$ cat src/source/wb_params.svh
`ifndef WB_PARAMS_SVH
`define WB_PARAMS_SVH

//////////////////////////////
// Widths
`define WB_XLEN				32
`define WB_NUM_IRQ_EXT		16

//////////////////////////////
// Reset values
`define WB_MTVEC_RESET		32'h0000_0100
`define WB_MISA_RESET		32'h4000_1120	// RV32 with I, M and F

//////////////////////////////
// CSR addresses
`define WB_CSR_FFLAGS		12'h001
`define WB_CSR_FRM			12'h002
`define WB_CSR_FCSR			12'h003
`define WB_CSR_MSTATUS		12'h300
`define WB_CSR_MISA			12'h301
`define WB_CSR_MIE			12'h304
`define WB_CSR_MTVEC		12'h305
`define WB_CSR_MSCRATCH		12'h340
`define WB_CSR_MEPC			12'h341
`define WB_CSR_MCAUSE		12'h342
`define WB_CSR_MIP			12'h344

`endif

$ cat src/source/wb_pkg.sv
`default_nettype none

`include "wb_params.svh"

package wb_pkg;

	typedef enum logic [1:0] {
		CSR_NONE,
		CSR_RW,
		CSR_RS,
		CSR_RC
	} csr_op_e;

	typedef enum logic [2:0] {
		SEL_ALU,
		SEL_MEM,
		SEL_FPU,
		SEL_CSR
	} wb_src_e;

	typedef enum logic [3:0] {
		CSR_IDX_FFLAGS,
		CSR_IDX_FRM,
		CSR_IDX_FCSR,
		CSR_IDX_MSTATUS,
		CSR_IDX_MISA,
		CSR_IDX_MIE,
		CSR_IDX_MTVEC,
		CSR_IDX_MSCRATCH,
		CSR_IDX_MEPC,
		CSR_IDX_MCAUSE,
		CSR_IDX_MIP,
		CSR_UNMAPPED
	} csr_idx_e;

	//////////////////////////////
	// Item retiring from the memory stage
	typedef struct packed {
		logic	[`WB_XLEN-1:0]	pc;
		logic	[`WB_XLEN-1:0]	ir;
		logic					rd_wena;
		logic	[5:0]			rd_addr;	// Bit 5 selects FPU regs
		logic	[`WB_XLEN-1:0]	rd_data;
		logic	[11:0]			csr_addr;
		logic					csr_rena;
		logic					csr_wena;
		logic	[`WB_XLEN-1:0]	csr_wdata;
		wb_src_e				wb_src;
		csr_op_e				csr_op;
		logic	[4:0]			fpu_flags;
		logic					trap_ret;
		logic					exc_pend;
		logic	[`WB_XLEN-1:0]	exc_cause;
	} mem_wb_t;

	typedef struct packed {
		csr_idx_e				idx;
		csr_op_e				op;
		logic					rd_ok;
		logic					wr_ok;
	} csr_sel_t;

	typedef struct packed {
		logic					wena;
		logic	[5:0]			addr;
		logic	[`WB_XLEN-1:0]	data;
	} rf_write_t;

	typedef struct packed {
		logic	[`WB_XLEN-1:0]	pc;
		logic	[`WB_XLEN-1:0]	ir;
	} wb_retire_t;

	typedef struct packed {
		logic					m_ena;
		logic					f_ena;
		logic	[2:0]			fpu_rm;
		logic					int_taken;
		logic					exc_taken;
		logic					trap_taken;
		logic	[`WB_XLEN-1:0]	trap_addr;
		logic	[`WB_XLEN-1:0]	trap_raddr;
	} csr_status_t;

endpackage

`default_nettype wire

$ cat src/source/csr_decode.sv
`timescale 1ns/1ns
`default_nettype none

`include "wb_params.svh"

module csr_decode
	import wb_pkg::*;
(
	input	mem_wb_t		item,
	output	csr_sel_t		csr_sel
);

	csr_idx_e	idx;
	logic		mapped;

	//////////////////////////////
	// Address map
	always_comb begin
		case (item.csr_addr)
			`WB_CSR_FFLAGS:		idx = CSR_IDX_FFLAGS;
			`WB_CSR_FRM:		idx = CSR_IDX_FRM;
			`WB_CSR_FCSR:		idx = CSR_IDX_FCSR;
			`WB_CSR_MSTATUS:	idx = CSR_IDX_MSTATUS;
			`WB_CSR_MISA:		idx = CSR_IDX_MISA;
			`WB_CSR_MIE:		idx = CSR_IDX_MIE;
			`WB_CSR_MTVEC:		idx = CSR_IDX_MTVEC;
			`WB_CSR_MSCRATCH:	idx = CSR_IDX_MSCRATCH;
			`WB_CSR_MEPC:		idx = CSR_IDX_MEPC;
			`WB_CSR_MCAUSE:		idx = CSR_IDX_MCAUSE;
			`WB_CSR_MIP:		idx = CSR_IDX_MIP;
			default:			idx = CSR_UNMAPPED;
		endcase
	end

	assign mapped = (idx != CSR_UNMAPPED);

	//////////////////////////////
	// Access rights
	always_comb begin
		csr_sel.idx		= idx;
		csr_sel.op		= item.csr_op;
		csr_sel.rd_ok	= mapped && item.csr_rena;
		csr_sel.wr_ok	= mapped && (idx != CSR_IDX_MIP);	// mip follows the lines only
	end

endmodule

`default_nettype wire

$ cat src/source/csr_file.sv
`timescale 1ns/1ns
`default_nettype none

`include "wb_params.svh"

module csr_file
	import wb_pkg::*;
(
	input	logic							clk,
	input	logic							reset,
	input	logic							accept,
	input	mem_wb_t						item,
	input	csr_sel_t						csr_sel,
	input	logic	[`WB_NUM_IRQ_EXT-1:0]	irq_ext,
	input	logic							irq_int_controller,
	input	logic							irq_timer,
	input	logic							irq_software,
	output	logic	[`WB_XLEN-1:0]			csr_rdata,
	output	csr_status_t					status
);

	logic					mstatus_mie;
	logic					mstatus_mpie;
	logic	[1:0]			mstatus_fs;
	logic	[`WB_XLEN-1:0]	misa, mie, mtvec, mscratch, mepc, mcause;
	logic	[4:0]			fflags;
	logic	[2:0]			frm;

	logic	[`WB_XLEN-1:0]	mstatus, mip, old_value, new_value;
	logic	[4:0]			fflags_wr;
	logic	[4:0]			irq_code;
	logic					csr_we, int_take, exc_take;

	assign mstatus = {mstatus_fs == 2'b11, 16'b0, mstatus_fs, 2'b11, 3'b0,
		mstatus_mpie, 3'b0, mstatus_mie, 3'b0};	// MPP fixed to machine
	assign mip = {irq_ext, 4'b0, irq_int_controller, 3'b0, irq_timer, 3'b0,
		irq_software, 3'b0};

	//////////////////////////////
	// Read and op result
	always_comb begin
		case (csr_sel.idx)
			CSR_IDX_FFLAGS:		old_value = {27'b0, fflags};
			CSR_IDX_FRM:		old_value = {29'b0, frm};
			CSR_IDX_FCSR:		old_value = {24'b0, frm, fflags};
			CSR_IDX_MSTATUS:	old_value = mstatus;
			CSR_IDX_MISA:		old_value = misa;
			CSR_IDX_MIE:		old_value = mie;
			CSR_IDX_MTVEC:		old_value = mtvec;
			CSR_IDX_MSCRATCH:	old_value = mscratch;
			CSR_IDX_MEPC:		old_value = mepc;
			CSR_IDX_MCAUSE:		old_value = mcause;
			CSR_IDX_MIP:		old_value = mip;
			default:			old_value = '0;
		endcase

		case (csr_sel.op)
			CSR_RW:		new_value = item.csr_wdata;
			CSR_RS:		new_value = old_value | item.csr_wdata;
			CSR_RC:		new_value = old_value & ~item.csr_wdata;
			default:	new_value = old_value;
		endcase
	end

	assign csr_rdata	= csr_sel.rd_ok ? old_value : '0;
	assign csr_we		= accept && item.csr_wena && csr_sel.wr_ok && !item.exc_pend;
	assign fflags_wr	= (csr_we && (csr_sel.idx == CSR_IDX_FFLAGS ||
		csr_sel.idx == CSR_IDX_FCSR)) ? new_value[4:0] : fflags;

	//////////////////////////////
	// Interrupt priority
	always_comb begin
		irq_code = '0;
		for (int i = `WB_NUM_IRQ_EXT-1; i >= 0; i--) begin	// Lowest index wins
			if (irq_ext[i] && mie[16+i])
				irq_code = 5'(16 + i);
		end
		if (irq_timer && mie[7])
			irq_code = 5'd7;
		if (irq_software && mie[3])
			irq_code = 5'd3;
		if (irq_int_controller && mie[11])
			irq_code = 5'd11;
	end

	assign exc_take	= accept && item.exc_pend;
	assign int_take	= accept && !item.exc_pend && mstatus_mie && |(mip & mie);

	always_comb begin
		status.m_ena		= misa[12];
		status.f_ena		= misa[5] && (mstatus_fs != 2'b00);
		status.fpu_rm		= frm;
		status.int_taken	= int_take;
		status.exc_taken	= exc_take;
		status.trap_taken	= int_take || exc_take;
		status.trap_addr	= {mtvec[`WB_XLEN-1:2], 2'b00};	// Direct mode only
		status.trap_raddr	= mepc;
	end

	//////////////////////////////
	// State update
	always_ff @(posedge clk, posedge reset) begin
		if (reset) begin
			mstatus_mie		<= 1'b0;
			mstatus_mpie	<= 1'b0;
			mstatus_fs		<= 2'b01;	// Initial
			misa			<= `WB_MISA_RESET;
			mie				<= '0;
			mtvec			<= `WB_MTVEC_RESET;
			mscratch		<= '0;
			mepc			<= '0;
			mcause			<= '0;
			fflags			<= '0;
			frm				<= '0;
		end else if (accept) begin
			if (csr_we) begin
				case (csr_sel.idx)
					CSR_IDX_FRM:		frm <= new_value[2:0];
					CSR_IDX_FCSR:		frm <= new_value[7:5];
					CSR_IDX_MSTATUS: begin
						mstatus_mie		<= new_value[3];
						mstatus_mpie	<= new_value[7];
						mstatus_fs		<= new_value[14:13];
					end
					CSR_IDX_MISA:		misa <= new_value;
					CSR_IDX_MIE:		mie <= new_value;
					CSR_IDX_MTVEC:		mtvec <= new_value;
					CSR_IDX_MSCRATCH:	mscratch <= new_value;
					CSR_IDX_MEPC:		mepc <= new_value;
					CSR_IDX_MCAUSE:		mcause <= new_value;
					default: ;
				endcase
			end

			fflags <= fflags_wr | item.fpu_flags;	// Sticky

			if (item.rd_wena && item.rd_addr[5])
				mstatus_fs <= 2'b11;

			if (item.exc_pend) begin
				mepc			<= item.pc;
				mcause			<= item.exc_cause;
				mstatus_mpie	<= mstatus_mie;
				mstatus_mie		<= 1'b0;
			end else if (int_take) begin
				mepc			<= item.pc + 32'd4;	// Item itself retires
				mcause			<= {1'b1, {(`WB_XLEN-6){1'b0}}, irq_code};
				mstatus_mpie	<= mstatus_mie;
				mstatus_mie		<= 1'b0;
			end else if (item.trap_ret) begin
				mstatus_mie		<= mstatus_mpie;
				mstatus_mpie	<= 1'b1;
			end
		end
	end

endmodule

`default_nettype wire

$ cat src/source/wb_result.sv
`timescale 1ns/1ns
`default_nettype none

`include "wb_params.svh"

module wb_result
	import wb_pkg::*;
(
	input	logic					clk,
	input	logic					reset,
	input	logic					accept,
	input	logic					ready_in,
	input	mem_wb_t				item,
	input	logic	[`WB_XLEN-1:0]	csr_rdata,
	input	logic					exc_taken,
	output	rf_write_t				rf_write,
	output	logic					valid_out,
	output	wb_retire_t				retire
);

	//////////////////////////////
	// Register write-back
	always_comb begin
		rf_write.wena	= accept && item.rd_wena && !exc_taken;
		rf_write.addr	= item.rd_addr;
		if (item.wb_src == SEL_CSR)
			rf_write.data = csr_rdata;	// Old CSR value
		else
			rf_write.data = item.rd_data;
	end

	//////////////////////////////
	// Output register
	always_ff @(posedge clk, posedge reset) begin
		if (reset) begin
			valid_out	<= 1'b0;
			retire		<= '0;
		end else if (accept) begin
			valid_out	<= 1'b1;
			retire.pc	<= item.pc;
			retire.ir	<= item.ir;
		end else if (valid_out && ready_in) begin
			valid_out	<= 1'b0;	// Drained
			retire		<= '0;
		end
	end

endmodule

`default_nettype wire

$ cat src/source/wb_stage.sv
`timescale 1ns/1ns
`default_nettype none

`include "wb_params.svh"

module wb_stage
	import wb_pkg::*;
(
	input	logic							clk,
	input	logic							reset,
	input	logic							valid_in,
	input	logic							ready_in,
	output	logic							ready_out,
	input	mem_wb_t						item,
	input	logic	[`WB_NUM_IRQ_EXT-1:0]	irq_ext,
	input	logic							irq_int_controller,
	input	logic							irq_timer,
	input	logic							irq_software,
	output	logic							valid_out,
	output	wb_retire_t						retire,
	output	rf_write_t						rf_write,
	output	csr_status_t					status
);

	csr_sel_t				csr_sel;
	logic	[`WB_XLEN-1:0]	csr_rdata;
	logic					accept;

	assign ready_out	= ready_in;
	assign accept		= valid_in && ready_out;	// Handshake

	csr_decode csr_decode_inst (
		.item(item),
		.csr_sel(csr_sel)
	);

	csr_file csr_file_inst (
		.clk(clk),
		.reset(reset),
		.accept(accept),
		.item(item),
		.csr_sel(csr_sel),
		.irq_ext(irq_ext),
		.irq_int_controller(irq_int_controller),
		.irq_timer(irq_timer),
		.irq_software(irq_software),
		.csr_rdata(csr_rdata),
		.status(status)
	);

	wb_result wb_result_inst (
		.clk(clk),
		.reset(reset),
		.accept(accept),
		.ready_in(ready_in),
		.item(item),
		.csr_rdata(csr_rdata),
		.exc_taken(status.exc_taken),
		.rf_write(rf_write),
		.valid_out(valid_out),
		.retire(retire)
	);

endmodule

`default_nettype wire

$ cat config.mk
export PLATFORM = sky130hd
export DESIGN_NAME = wb_stage
export DESIGN_NICKNAME = d
export VERILOG_FILES = /design/src/source/wb_pkg.sv /design/src/source/csr_decode.sv /design/src/source/csr_file.sv /design/src/source/wb_result.sv /design/src/source/wb_stage.sv
export VERILOG_INCLUDE_DIRS = /design/src /design/src/source
export SDC_FILE = /design/constraint.sdc
export NUM_CORES = 1
export LEC_CHECK = 0
export BUFFER_PORTS_ARGS = -buffer_cell sky130_fd_sc_hd__clkbuf_2
export CORE_MARGIN = 10
export CORE_UTILIZATION = 37
export DETAILED_ROUTE_END_ITERATION = 10
export HOLD_SLACK_MARGIN = 0.1
export PLACE_DENSITY = 0.63
export SLEW_MARGIN = 15
export SYNTH_ARGS = -nofsm -noshare
export SYNTH_HDL_FRONTEND = slang
export SYNTH_SLANG_ARGS = --single-unit
$ cat constraint.sdc
create_clock -name clk -period 11 [get_ports clk]
set_input_delay 0 -clock clk [delete_from_list [all_inputs] [get_ports clk]]
set_output_delay 0 -clock clk [all_outputs]
set_load 0.01 [all_outputs]
# Word level (Yosys, flattened, before mapping)
# Cells that the tools add are included.
# totals
out_inout_bits	177
register_bits	269
elab_cells	159
input_bits	216
# op_classes
add_sub_neg	1
bitwise	5
n_reduce_logical	60
n_eq_ne	28
muxes	51
# ops
op	n
one-hot mux 32 bit (11 select lines)	1
2-to-1 mux 32 bit	10
2-to-1 mux 64 bit	2
2-to-1 mux 5 bit	20
== test 12 x 10 -> 1 bit (second input constant)	8
one-hot mux 32 bit (3 select lines)	1
AND 32 bit	2
one-hot mux 4 bit (11 select lines)	1
logical AND 1 bit	35
adder 32 x 3 -> 32 bit (second input constant)	1
NOT 32 bit	1
OR 32 bit	1
OR reduction 32 bit	1
AND reduction 3 bit	9
== test 12 x 2 -> 1 bit (second input constant)	2
== test 4 x 3 -> 1 bit (second input constant)	4
== test 12 x 1 -> 1 bit (second input constant)	1
== test 4 bit (second input constant)	3
2-to-1 mux 1 bit	12
nonzero test 2 bit	5
nonzero test 3 bit	3
== test 4 x 2 -> 1 bit (second input constant)	2
inequality test 4 bit (second input constant)	2
nonzero test 4 bit	2
10 further kinds	16

# Logic depth before layout (Yosys ltp)
# Gate-level depths: netlist of run 1.
# logic_depth
word_depth	22
depth_mapped	13
mapped_depth_nobuf	9

# Cells and area by module
# From an unflattened synthesis of run 1, not the netlist that was laid out.
# unflattened
hier_cells	1750
hier_area_um2	16259.3
# modules_own_cells
module	n_inst	cells_each	seq_area_each_um2	area_each_um2
csr_file	1	1448	5112.4	12632.1
wb_result	1	261	1626.6	3338.2
csr_decode	1	39	0.0	275.3
wb_stage	1	2	0.0	13.8

# Worst setup path after synthesis of run 1
# Ideal clock, no wire load.
# synth_path
kind	register to register
start	reg csr_file_inst.mie[20]
end	reg csr_file_inst.mcause[8]
path_buffers	2
synth_period_minus_slack_ns	2.576
t_required_ns	10.854
slack_ns	8.424
setup_time_ns	0.146
path_stages_with_launch	11
arrival_ns	2.430
cell_sequence	dfrtp_1 a22oi_1 nand4_1 o311ai_2 a21oi_1 a31o_2 clkbuf_1 buf_2 and3_1 a21oi_1 o21ai_0
# synth_between
elab_chain_len	5
word_cells_on_any_way	8
classes_between	mux (2); bitwise (1); reduce/logical (5)
# synth_rtl
element	line_no	rtl
from (decl)	csr_file.sv:25	logic [`WB_XLEN-1:0] misa, mie, mtvec, mscratch, mepc, mcause;
from (signal assigned)	csr_file.sv:126	CSR_IDX_MIE: mie <= new_value;
AND 32 bit *	csr_file.sv:87	assign int_take = accept && !item.exc_pend && mstatus_mie && |(mip & mie);
OR reduction 32 bit *	csr_file.sv:87	
logical AND 1 bit *	csr_file.sv:87	
nonzero test 3 bit (no source line) or 2-to-1 mux 32 bit (tied branches)	--	
AND reduction 3 bit (no source line) or 2-to-1 mux 32 bit (tied branches)	--	
to (signal assigned)	csr_file.sv:130	CSR_IDX_MCAUSE: mcause <= new_value;
to (signal assigned)	csr_file.sv:142	mcause <= item.exc_cause;
to (signal assigned)	csr_file.sv:147	mcause <= {1'b1, {(`WB_XLEN-6){1'b0}}, irq_code};
to (decl)	csr_file.sv:25	
# Mark *: on every way between the ends. The rest lies on a longest branch, timed or not.
# A chain may end at the register's enable or synchronous reset.

# Worst setup path in the final report of run 1
# layout_path
start	in item[89] in the netlist's numbering
end	reg csr_file_inst.mepc[23]
# layout_between
elab_chain_len	10
word_cells_on_any_way	39
classes_between	eq/ne (23); mux (7); bitwise (2); reduce/logical (7)
# layout_rtl
element	line_no	rtl
from (decl)	wb_stage.sv:14	input mem_wb_t item,
== test 12 x 10 -> 1 bit, or another cell as far along	csr_decode.sv:19	case (item.csr_addr)
one-hot mux 4 bit (11 select lines) *	csr_decode.sv:19	
== test 4 bit, or another cell as far along	csr_file.sv:42	case (csr_sel.idx)
one-hot mux 32 bit (11 select lines)	csr_file.sv:42	
AND 32 bit or OR 32 bit (tied branches)	csr_file.sv:60, csr_file.sv:59	
one-hot mux 32 bit (3 select lines)	csr_file.sv:57	case (csr_sel.op)
2-to-1 mux 32 bit	csr_file.sv:117	case (csr_sel.idx)
2-to-1 mux 32 bit	csr_file.sv:116	if (csr_we) begin
2-to-1 mux 32 bit	csr_file.sv:145	end else if (int_take) begin
2-to-1 mux 32 bit	csr_file.sv:140	if (item.exc_pend) begin
to (signal assigned)	csr_file.sv:129	CSR_IDX_MEPC: mepc <= new_value;
to (signal assigned)	csr_file.sv:141	mepc <= item.pc;
to (signal assigned)	csr_file.sv:146	mepc <= item.pc + 32'd4;
to (decl)	csr_file.sv:25	
# Mark *: on every way between the ends. The rest lies on a longest branch, timed or not. The select of a mux whose other input is x is not followed.

==> results of run 1 <==
final timing paths:
kind / from / endpoint / slack [ps] / depth (start not counted)
min in group clk: item[139] / wb_result_inst.retire[10]$_DFFE_PP0P_ / 150 / 3
worst max register to register: csr_file_inst.mie[7]$_DFFE_PP0P_ / csr_file_inst.mepc[23]$_DFFE_PP0P_ / 6040 / 10
worst max-delay path: item[89] / csr_file_inst.mepc[23]$_DFFE_PP0P_ / 5230 / 12
worst min register to register: csr_file_inst.mscratch[17]$_DFFE_PP0P_ / csr_file_inst.mscratch[17]$_DFFE_PP0P_ / 480 / 2
max in group asynchronous: reset / csr_file_inst.mepc[23]$_DFFE_PP0P_ / 9460 / 4
worst min-delay path: reset / wb_result_inst.retire[29]$_DFFE_PP0P_ / 90 / 3
through the flow:
| step | hold slack, ps | power (mW) | cell area (µm²) | utilization, % |
|---|---|---|---|---|
| finish | 91.86 | 2.614 | 19980 | 50.07 |
| global route | 159.3 | 2.701 | 19980 | 50.06 |
| CTS | 114.4 | 2.612 | 19980 | 50.05 |
| detailed placement | 0.06862 | 1.528 | 17070 | 42.76 |
| global placement | 0.06862 | 1.520 | 17070 | 42.76 |
| floorplan | 91.77 | 1.318 | 15000 | - |
per-layer routing:
layer  vias to the layer above  track usage (%)
li1                       7228                -
met1                      8120            34.98
met2                       926            44.34
met3                       141            6.499
met4                         4            9.753
met5                         -                0
sequential cells by signal, indices dropped and copies added, names as in the netlist, 5 cells and up:
name,flops
csr_file_inst.mscratch,32
csr_file_inst.mcause,32
csr_file_inst.mtvec,32
csr_file_inst.mepc,32
csr_file_inst.misa,32
csr_file_inst.fflags,5
wb_result_inst.retire,64
csr_file_inst.mie,32
layout make-up:
cell class | instances | area [µm²]
fillers | 3805 | 19930
multi-input cells | 1231 | 7425
flip-flops and latches | 269 | 6739
repair buffers | 605 | 4084
clock buffers | 47 | 885.9
well taps | 525 | 656.9
clock inverters | 11 | 100.1
inverters | 21 | 86.33
diodes | 3 | 7.507
cell families (layout without fill, tap and decap cells):
logic type,count (synthesis),count (layout),synth area share [%]
AND/OR/NAND/NOR,512,512,15.95
AO/OA/AOI/OAI,689,689,31.00
adder cells (fa/ha/maj),1,1,0.08341
other,1,5,0.02500
flip-flops,269,269,44.93
buffers and inverters,192,684,6.198
XOR/XNOR,2,2,0.1168
multiplexers,25,25,1.693
power by group through the flow:
stage | sequential, mW | combinational (mW) | clock (mW)
2_1_floorplan | 1.14 | 0.177 | 0
3_3_place_gp | 1.13 | 0.388 | 0
3_5_place_dp | 1.14 | 0.393 | 0
4_1_cts | 1.12 | 0.469 | 1.02
5_1_grt | 1.13 | 0.509 | 1.06
6_report | 1.12 | 0.475 | 1.02
critical path: stages:
cell           delay (ps)
dlygate4sd3_1         530
clkbuf_2              120
nor4bb_2              900
nand3_1               910
o32a_4                490
a21oi_4               140
buf_4                 390
nand3_1               200
a21oi_4               870
nand2_1               720
o22ai_1               380
dlygate4sd3_1         600
cells in the final DEF, fill, tap and decap left out, types with 14 or more instances in the layout:
master	n
a21oi_1	98
a22o_1	83
a22oi_1	56
a31oi_1	33
and3_1	35
buf_4	32
clkbuf_16	31
clkbuf_2	380
dfrtp_1	263
dlygate4sd3_1	192
inv_1	20
mux2i_1	22
nand2_1	248
nand3_1	33
nand4_1	14
nor2_1	93
nor3_1	19
o211ai_1	15
o21ai_0	223
o22ai_1	21
repair_timing:
item / CTS / global route
hold buffers: 192 / 0
hold endpoints to repair: 354 / 0
resized for setup: 0 / 0
buffers inserted: 0 / 0
==> run metrics, run 1 <==
run status=finished clean; area grow syn2layout=33.24%; Die Wd=221.3 µm; Mapped Area=0.01500 mm²; Crit Path Max Fanout=40; DR WL/cell=26.20 µm; Initial DRT Pass Iterations=6; top-count cell post-synth=dfrtp_1; synthesized instance count=1,691; final setup TNS=0 ps; Hold WC Path Type=input port to async pin; Clock Tree Buf Depth=3; Sw Share=29.35%; post-synth top area share=43.88%; Synth area leader=dfrtp_1; crit path time final=5766 ps; layout cells sized above 1=23.72%; smallest setup slack after layout=5234 ps; syn_area_per_cell=8.869 µm²; initial core utilization=37.58%; Root Driver=clkbuf_16; met1 WL=28,090 µm; port buffer count=380; largest net degree at the start of global routing=173; met2 routed WL=33,550 µm; P_sw=767.1 µW; Worst EP required=11,530 ps; Clk pin slew, worst setup/hold paths=60 ps; leakage=9.106 nW; skew final=18.35 ps; HPWL after detailed placement=50,820 µm; row count=73; FF+latch count, synth=269; worst-margin pin slew=1108 ps; Final nets=2,376; core area=0.03991 mm²; Final ANT Viol Nets=0; routability-driven placement congestion ratio=0.9478; EDFF count, synth=0; kind of critical path=input port to flop; Slew headroom=25.98%; Non-Filler Instances=2,712; max_cap viols=0; Top Ports=393; Post-Place Worst Slack=5872 ps; Clk Latency, worst-skew pair=600 ps; vias in the first global route=16,240; RSZ-0062 raised after global routing=false; Async SR Flop Fraction=100.0%; Total GRT Usage=27.38%; Tcrit/Tclk final=52.41%; WL final=71,050 µm; Remaining DRCs=0; Synth area leaders=dfrtp_1 44%, o21ai_0 7.4%, nand2_1 6.2%; worst vdd ir=0.1193 mV; die area=0.04899 mm²; Yosys warnings=0; CP Capture Type=flop; setup violators final=0; CP Data Arrival Time=6290 ps; initial antenna violation count=4; CTS tree=yes; H-tree levels=1; Reg power frac=42.9%; Worst setup SP type=input port; Primary FF master, synth=dfrtp_1; gr ovfl total=0; leading cell types by count after synthesis=263 x dfrtp_1, 248 x nand2_1, 223 x o21ai_0; Slew Limit Fails=0; share of the yosys chip area belonging to registers=44.93%; Yosys cell types=85; via count=16,420; pwr dens=130.8 mW/mm²; CTS Buf Count=31; Peak Freq=173.4 MHz; Placed Cells=2,459; total internal power=1.846 mW; first-pass GRT wire length=104,900 µm; Highest Signal Layer=met5; die height=221.3 µm; final hold violations=0; vias per inst=6.054; WL met3=6743 µm; clock share of power=38.9%; initial drt markers=1,824; clock tree sinks=269; combinational power share=18.2%
(Power assumes the default switching activity.)
==> run 2, diff against run 1 <==
ABC_AREA = 1   (was default)
clock period = 5.77 ns   (was 11 ns; I/O delays follow)
==> run 2 against run 1 <==
  * Worst hold slack better by 8.1 ps
  * Non-clock buffer count decreased by 42
  * Clock-buffer cell count increased by 1
  * Register-to-register slack worse by 5200 ps
  * Setup slack worse by 4400 ps
  * Synthesized area up 6.4%
  * Sequential power is 91% higher
==> run metrics, run 2 <==
Yosys cell types=47 (-45%); Synth area leaders=dfrtp_1 41%, nand2_1 16%, o21ai_0 7.0%; DR WL/cell=20.04 µm (-24%); CTS tree=yes; post-synthesis xor/xnor area fraction=0.6588% (+0.54 points); Clk Latency, worst-skew pair=590 ps (about the same); Clock Tree Buf Depth=3 (unchanged); vias per inst=5.212 (-14%); Mapped Area=0.01595 mm² (+6.4%); post-synth top area share=41.25% (-2.6 points); Primary FF master, synth=dfrtp_1; pwr dens=251.1 mW/mm² (+92%); most common cell after layout, fill and taps aside=nand2_1; Synth area leader=dfrtp_1; HPWL after detailed placement=49,050 µm (-3.5%); CP max stage delay=810 ps (-100 ps); CP Data Arrival Time=5420 ps (-870 ps); gr ovfl total=0 (unchanged); simple-gate share of the synthesized area=29.32% (+13 points); H-tree levels=1 (unchanged); routability-driven placement congestion ratio=0.9231 (-2.6%); skew final=21.91 ps (+3.564 ps); CP Capture Type=flop; EDFF count, synth=0 (unchanged); Top Ports=393 (unchanged); clock tree sinks=269 (unchanged); via count=17,160 (+4.5%); FF+latch count, synth=269 (unchanged); Async SR Flop Fraction=100.0% (unchanged); Yosys warnings=0 (unchanged); area of the multi-input gates=0.007432 mm² (+0.10%); Setup Fix Bufs, Post-CTS=0 (unchanged); worst path cell trace=nand2_1, nand2_1, nor2_1, nand2_1, nor2_1, nand2_1, nand2_1, inv_2, nor2_4, nand2_1, nand3_4, nor2_1, a22oi_1, dlygate4sd3_1; Worst setup SP type=flop; CTS Buf Count=31 (unchanged); syn_area_per_cell=7.151 µm² (-19%); highest-count cells in the layout ignoring fill and taps=666 x nand2_1, 380 x clkbuf_2, 263 x dfrtp_1; layout cells sized above 1=18.65% (-5.1 points); Compound-Gate Fraction of Synth Area=16.30% (-15 points); core area=0.04289 mm² (+7.4%); CP bufs+invs=2 (-2); Slew Limit Fails=0 (unchanged); WL final=65,990 µm (-7.1%); die area=0.05182 mm² (+5.8%); share of the yosys chip area belonging to registers=42.24% (-2.7 points); Total Power=5.208 mW (+99%); RSZ-0062 raised after global routing=false; synthesized instance count=2,231 (+32%); leakage=10.72 nW (+18%); Hold WC Path Type=input port to flop; Initial DRT Pass Iterations=5 (-1); Reg area=0.006739 mm² (unchanged); worst vdd ir=0.2432 mV (+100%); first-pass GRT wire length=98,480 µm (-6.1%); Final ANT Viol Nets=0 (unchanged); filler instances=4,289 (+13%); run status=finished clean; final hold violations=0 (unchanged); Remaining DRCs=0 (unchanged); Slew headroom=20.66% (-5.3 points); final setup TNS=0 ps (unchanged); Worst EP required=6280 ps (-5250 ps); row count=76 (+4.1%); leading cell types by count after synthesis=668 x nand2_1, 263 x dfrtp_1, 246 x inv_1; initial antenna violation count=8 (+4); Critical-path top delay cell=nor2_4; die height=227.7 µm (+2.9%); CP dominant cell by count=nand2_1; port buffer count=380 (unchanged); Root Driver=clkbuf_16; kind of critical path=flop to flop; Top reg by flops=wb_result_inst.retire; vias in the first global route=16,730 (+3.0%); max_cap viols=0 (unchanged); area grow syn2layout=29.98%; crit path time final=4918 ps; initial drt markers=1,510 (-17%); top-count cell post-synth=nand2_1; delay-heaviest family, CP=simple AND/OR/NAND/NOR gates; Die Wd=227.7 µm (+2.9%); Synth Area in Adders=0.07843% (-0.0050 points); Crit Path Max Fanout=64 (+60%); Clk pin slew, worst setup/hold paths=60 ps (about the same); Total GRT Usage=24.57% (-2.8 points); mux cell area share after synthesis=0% (-1.7 points); max FFs per register=64 (unchanged); Final nets=2,895 (+22%); largest family of logic cells by synthesized area=simple AND/OR/NAND/NOR gates; Peak Freq=203.3 MHz; initial core utilization=37.20% (-0.37 points); largest net degree at the start of global routing=173 (unchanged); worst-margin pin slew=1187 ps (+79.48 ps); setup violators final=0 (unchanged); Tcrit/Tclk final=85.23%
[run 2: report_power, final]
part / internal (mW) / total, mW / switching (mW) / leakage, nW
registers: 2.04 / 2.14 / 0.0924 / 3.01
logic: 0.361 / 0.932 / 0.572 / 7.18
clock network: 1.29 / 2.14 / 0.844 / 0.532
total: 3.70 / 5.21 / 1.51 / 10.7
[run 2: path summary, 6_finish.rpt]
check,to,cells after the start,slack (ps),from
worst max-delay path,csr_file_inst.mcause[3]$_DFFE_PP0P_,14,850,csr_file_inst.mie[21]$_DFFE_PP0P_
worst min-delay path,csr_file_inst.mepc[3]$_DFFE_PP0P_,5,100,item[47]
worst max register to register,csr_file_inst.mcause[3]$_DFFE_PP0P_,14,850,csr_file_inst.mie[21]$_DFFE_PP0P_
worst min register to register,csr_file_inst.misa[30]$_DFFE_PP1P_,2,470,csr_file_inst.misa[30]$_DFFE_PP1P_
max in group asynchronous,csr_file_inst.mcause[5]$_DFFE_PP0P_,5,3780,reset
min in group asynchronous,wb_result_inst.retire[62]$_DFFE_PP0P_,4,620,reset
[run 2: cell type report]
cell class	count	area share, %
clock inverters	10	0.7964
clock buffers	48	4.531
diodes	5	0.06034
repair buffers	563	17.97
inverters	263	4.779
well taps	585	3.530
flip-flops and latches	269	32.50
multi-input cells	1550	35.84
[run 2: worst min-delay path, cell delays in order]
cell      delay [ps]
clkbuf_2         100
nand2_1           50
nand4_1          200
nand2_1          110
a22oi_1          160
[run 2: per-stage QoR]
step	hold slack [ps]	area, µm²	setup WS, ps	util, %	instances
after global routing	149.1	20730	458.7	48.34	3291
after floorplan	87.13	15960	2221	-	2232
after detailed placement	0.06862	17920	1470	41.78	3062
after global placement	0.06862	17920	1701	41.78	3062
after CTS	104.9	20690	994.7	48.25	3287
final	99.94	20740	852.1	48.35	3293
[run 2: cell families (layout without fill, tap and decap cells)]
logic type               after synthesis  count (layout)
flip-flops                           269             269
other                                  1               7
buffers and inverters                413             884
XOR/XNOR                              12              12
adder cells (fa/ha/maj)                1               1
AO/OA/AOI/OAI                        466             466
AND/OR/NAND/NOR                     1069            1069
[run 2: timing repair]
action / CTS / global route
gates resized for setup: 0 / 0
endpoints found under the setup margin: 0 / 0
hold buffers: 167 / 0
hold endpoints to repair: 268 / 0
[run 2: routing by layer]
metal  share of wire (%)  GRT usage, %
met4                 4.2         10.04
met2                  49         42.41
met5               0.062             0
met1                  40         29.81
met3                 6.6         4.260
==> run 3, diff against run 2 <==
SYNTH_HIERARCHICAL = 1   (was default)
==> run 3 against run 2 <==
  * Die area fell by 0.89%
  * Cell count shrank 3.2%
  * Critical path depth rose by 1
  * Clock power shrank 10%
  * Clock skew is 5.6 ps lower
  * Total power fell by 1.7%
  * Clock-buffer cell count is the same
  * Synthesized area down 0.98%
  * Sequential cell count is the same
  * Sequential power up 2%
  * Critical endpoint is now csr_file_inst/mcause[25]$_DFFE_PP0P_
  * Largest cell class unchanged
==> run metrics, run 3 <==
gr ovfl total=0 (unchanged); Highest Signal Layer=met5; row count=75 (-1.3%); share of the yosys chip area belonging to registers=42.66% (+0.42 points); pwr dens=251.0 mW/mm² (about the same); Peak Freq=229.5 MHz (+13%); Worst EP required=6240 ps (-40 ps); worst vdd ir=0.2409 mV (-0.97%); Synth area leader=dfrtp_1; worst-margin pin slew=1177 ps (-10.57 ps); Yosys warnings=6 (+6); Non-Filler Instances=3,188 (-3.2%); syn_area_per_cell=7.263 µm² (+1.6%); Mapped Area=0.01580 mm² (-0.98%); FF+latch count, synth=269 (unchanged); n_diodes=0 (-5); setup violators final=0 (unchanged); met1 WL=28,580 µm (+8.8%); Tcrit/Tclk final=75.51% (-9.7 points); highest-count cells in the layout ignoring fill and taps=638 x nand2_1, 380 x clkbuf_2, 263 x dfrtp_1; CTS Buf Count=31 (unchanged); leakage=10.53 nW (-1.8%); clock share of power=37.6% (-3.5 points); largest net degree at the start of global routing=106 (-39%); H-tree levels=1 (unchanged); Clock Tree Buf Depth=3 (unchanged); Final nets=2,843 (-1.8%); Worst R2R Start=csr_file_inst/mie[29]$_DFFE_PP0P_; WL final=68,190 µm (+3.3%); final setup TNS=0 ps (unchanged); vias per inst=5.322 (+2.1%); CP bufs+invs=4 (+2); Reg power frac=42.8% (+1.8 points); RSZ-0062 raised after global routing=false; Setup Fix Bufs, Post-CTS=0 (unchanged); CP max stage delay=690 ps (-120 ps); Placed Cells=2,956 (-3.5%); top-count cell post-synth=nand2_1; area grow syn2layout=29.07%; initial drt markers=1,773 (+17%); Synth area leaders=dfrtp_1 42%, nand2_1 15%, inv_1 5.9%; met2 routed WL=29,660 µm (-8.8%); most common cell after layout, fill and taps aside=nand2_1; Root Driver=clkbuf_16; DR WL/cell=21.39 µm (+6.7%); via count=16,970 (-1.2%); Total Power=5.118 mW (-1.7%); kind of critical path=flop to flop; clock tree sinks=269 (unchanged); WL met3=7620 µm (+74%); Initial DRT Pass Iterations=6 (+1); CTS tree=yes; die area=0.05136 mm² (-0.89%); Worst setup SP type=flop; Async SR Flop Fraction=100.0% (unchanged); run status=finished clean; Hold WC Path Type=input port to async pin; Crit Path Max Fanout=42 (-34%); max_cap viols=0 (unchanged); EDFF count, synth=0 (unchanged); Slew headroom=21.45% (+0.78 points); Total GRT Usage=25.88% (+1.3 points); crit path launch=csr_file_inst/mie[29]$_DFFE_PP0P_; P_sw=1.589 mW (+5.4%); Final ANT Viol Nets=0 (unchanged); first-pass GRT wire length=103,400 µm (+5.0%); die height=226.6 µm (-0.45%); Top Ports=393 (unchanged); delay-heaviest family, CP=simple AND/OR/NAND/NOR gates; CP Data Arrival Time=4830 ps (-590 ps); Clk pin slew, worst setup/hold paths=60 ps (about the same); port buffer count=380 (unchanged); cell area after placement=0.01766 mm² (-1.4%); Layout Utilization=48.50% (+0.15 points); synthesized instance count=2,175 (-2.5%); worst path cell trace=nand2_1, inv_1, nor2_1, nand2_1, nor2_1, nand4_1, nand2_2, nand2_2, inv_2, nand2_1, nand2_2, inv_2, o21ai_0, o21ai_0, dlygate4sd3_1; Yosys cell types=48 (+2.1%); Die Wd=226.6 µm (-0.45%); crit path time final=4357 ps (-561.1 ps); vias in the first global route=16,980 (+1.5%); Remaining DRCs=0 (unchanged); total internal power=3.528 mW (-4.6%); max FFs per register=64 (unchanged); Slew Limit Fails=0 (unchanged); Clk Latency, worst-skew pair=590 ps (about the same); Primary FF master, synth=dfrtp_1; Critical-path top delay cell=nand2_2; final hold violations=0 (unchanged); skew final=16.35 ps (-5.556 ps); Final Instance Area=0.02039 mm² (-1.7%); post-synth top area share=41.66% (+0.41 points); CP Capture Type=flop; routability-driven placement congestion ratio=0.9410 (+1.9%); layout cells sized above 1=20.57% (+1.9 points); Top reg by flops=wb_result_inst/retire; core area=0.04204 mm² (-2.0%); HPWL after detailed placement=50,410 µm (+2.8%); leading cell types by count after synthesis=638 x nand2_1, 263 x dfrtp_1, 249 x inv_1; combinational power share=19.5% (+1.6 points); initial core utilization=37.58% (+0.38 points); Sw Share=31.06% (+2.1 points); initial antenna violation count=3 (-5)
[run 3: changes by cell type in the layout (fill, tap and decap cells not counted), moves of 9 or more]
| cell | change |
|---|---|
| nand2_1 | -28 |
| dlygate4sd3_1 | +9 |
| nor3_1 | +12 |
| o21ai_0 | -41 |
| a21oi_1 | +20 |
| nand3b_1 | -23 |
| a21boi_1 | -23 |
| nand3_1 | -46 |
| mux2_2 | +14 |
| o22ai_2 | +19 |
| o211ai_1 | +16 |
| nor3b_1 | -12 |
| a22oi_1 | -39 |
| nor2_1 | +31 |
[run 3: worst min-delay path, stage by stage]
cell and delay, ps:
dlygate4sd3_1 540, clkbuf_2 160, inv_8 530
[run 3: final timing paths]
check | to | slack, ps | cells after the start
min | csr_file_inst/mepc[7]$_DFFE_PP0P_ | 140 | 3
min reg2reg | csr_file_inst/mcause[5]$_DFFE_PP0P_ | 490 | 2
max reg2reg | csr_file_inst/mcause[25]$_DFFE_PP0P_ | 1410 | 15
min in group clk | csr_file_inst/mscratch[26]$_DFFE_PP0P_ | 150 | 7
max in group asynchronous | csr_file_inst/mcause[9]$_DFFE_PP0P_ | 4170 | 4
max | csr_file_inst/mcause[25]$_DFFE_PP0P_ | 1410 | 15
[run 3: metal layers]
layer,GRT usage [%],up-vias
met5,0,-
met3,6.783,139
met4,9.240,6
met2,39.73,912
met1,34.45,8005
li1,-,7903
[run 3: cell type report]
type,instances,area [µm²]
clock buffer,48,889.6
clock inverter,8,72.57
fill,4187,21650
inverter,269,1017
multi-input combinational,1482,7207
sequential,269,6739
tap,539,674.4
timing repair buffer,573,3791
[run 3: kinds of logic after synthesis]
| logic type | after synthesis | synth area share [%] |
|---|---|---|
| DFF | 269 | 42.66 |
| AOI/OAI and AO/OA | 440 | 16.37 |
| and+or+nand+nor | 1008 | 26.99 |
| adders and majority gates | 1 | 0.07919 |
| other | 1 | 0.02374 |
| buffers and inverters | 425 | 11.94 |
| xor gates and xnor gates | 17 | 0.9425 |
| muxes | 14 | 0.9979 |
[run 3: repair_timing]
| item | CTS | global route |
|---|---|---|
| hold buffers | 176 | 0 |
| gates resized for setup | 0 | 0 |
| endpoints found under the hold margin | 439 | 0 |
[run 3: stage by stage]
step | setup slack [ps] | hold WS [ps]
floorplan | 212.5 | 90.62
global placement | 2006 | 0.06862
detailed placement | 2047 | 0.06862
CTS | 1527 | 107.7
global route | 1053 | 171.1
finish | 1413 | 144.9
[run 3: power groups by stage]
| stage | clock network, mW | registers, mW | logic, mW |
|---|---|---|---|
| 2_1_floorplan | 0 | 2.23 | 0.412 |
| 3_3_place_gp | 0 | 2.21 | 0.875 |
| 3_5_place_dp | 0 | 2.22 | 0.883 |
| 4_1_cts | 1.95 | 2.19 | 0.993 |
| 5_1_grt | 2.03 | 2.21 | 1.10 |
| 6_report | 1.92 | 2.19 | 1.00 |
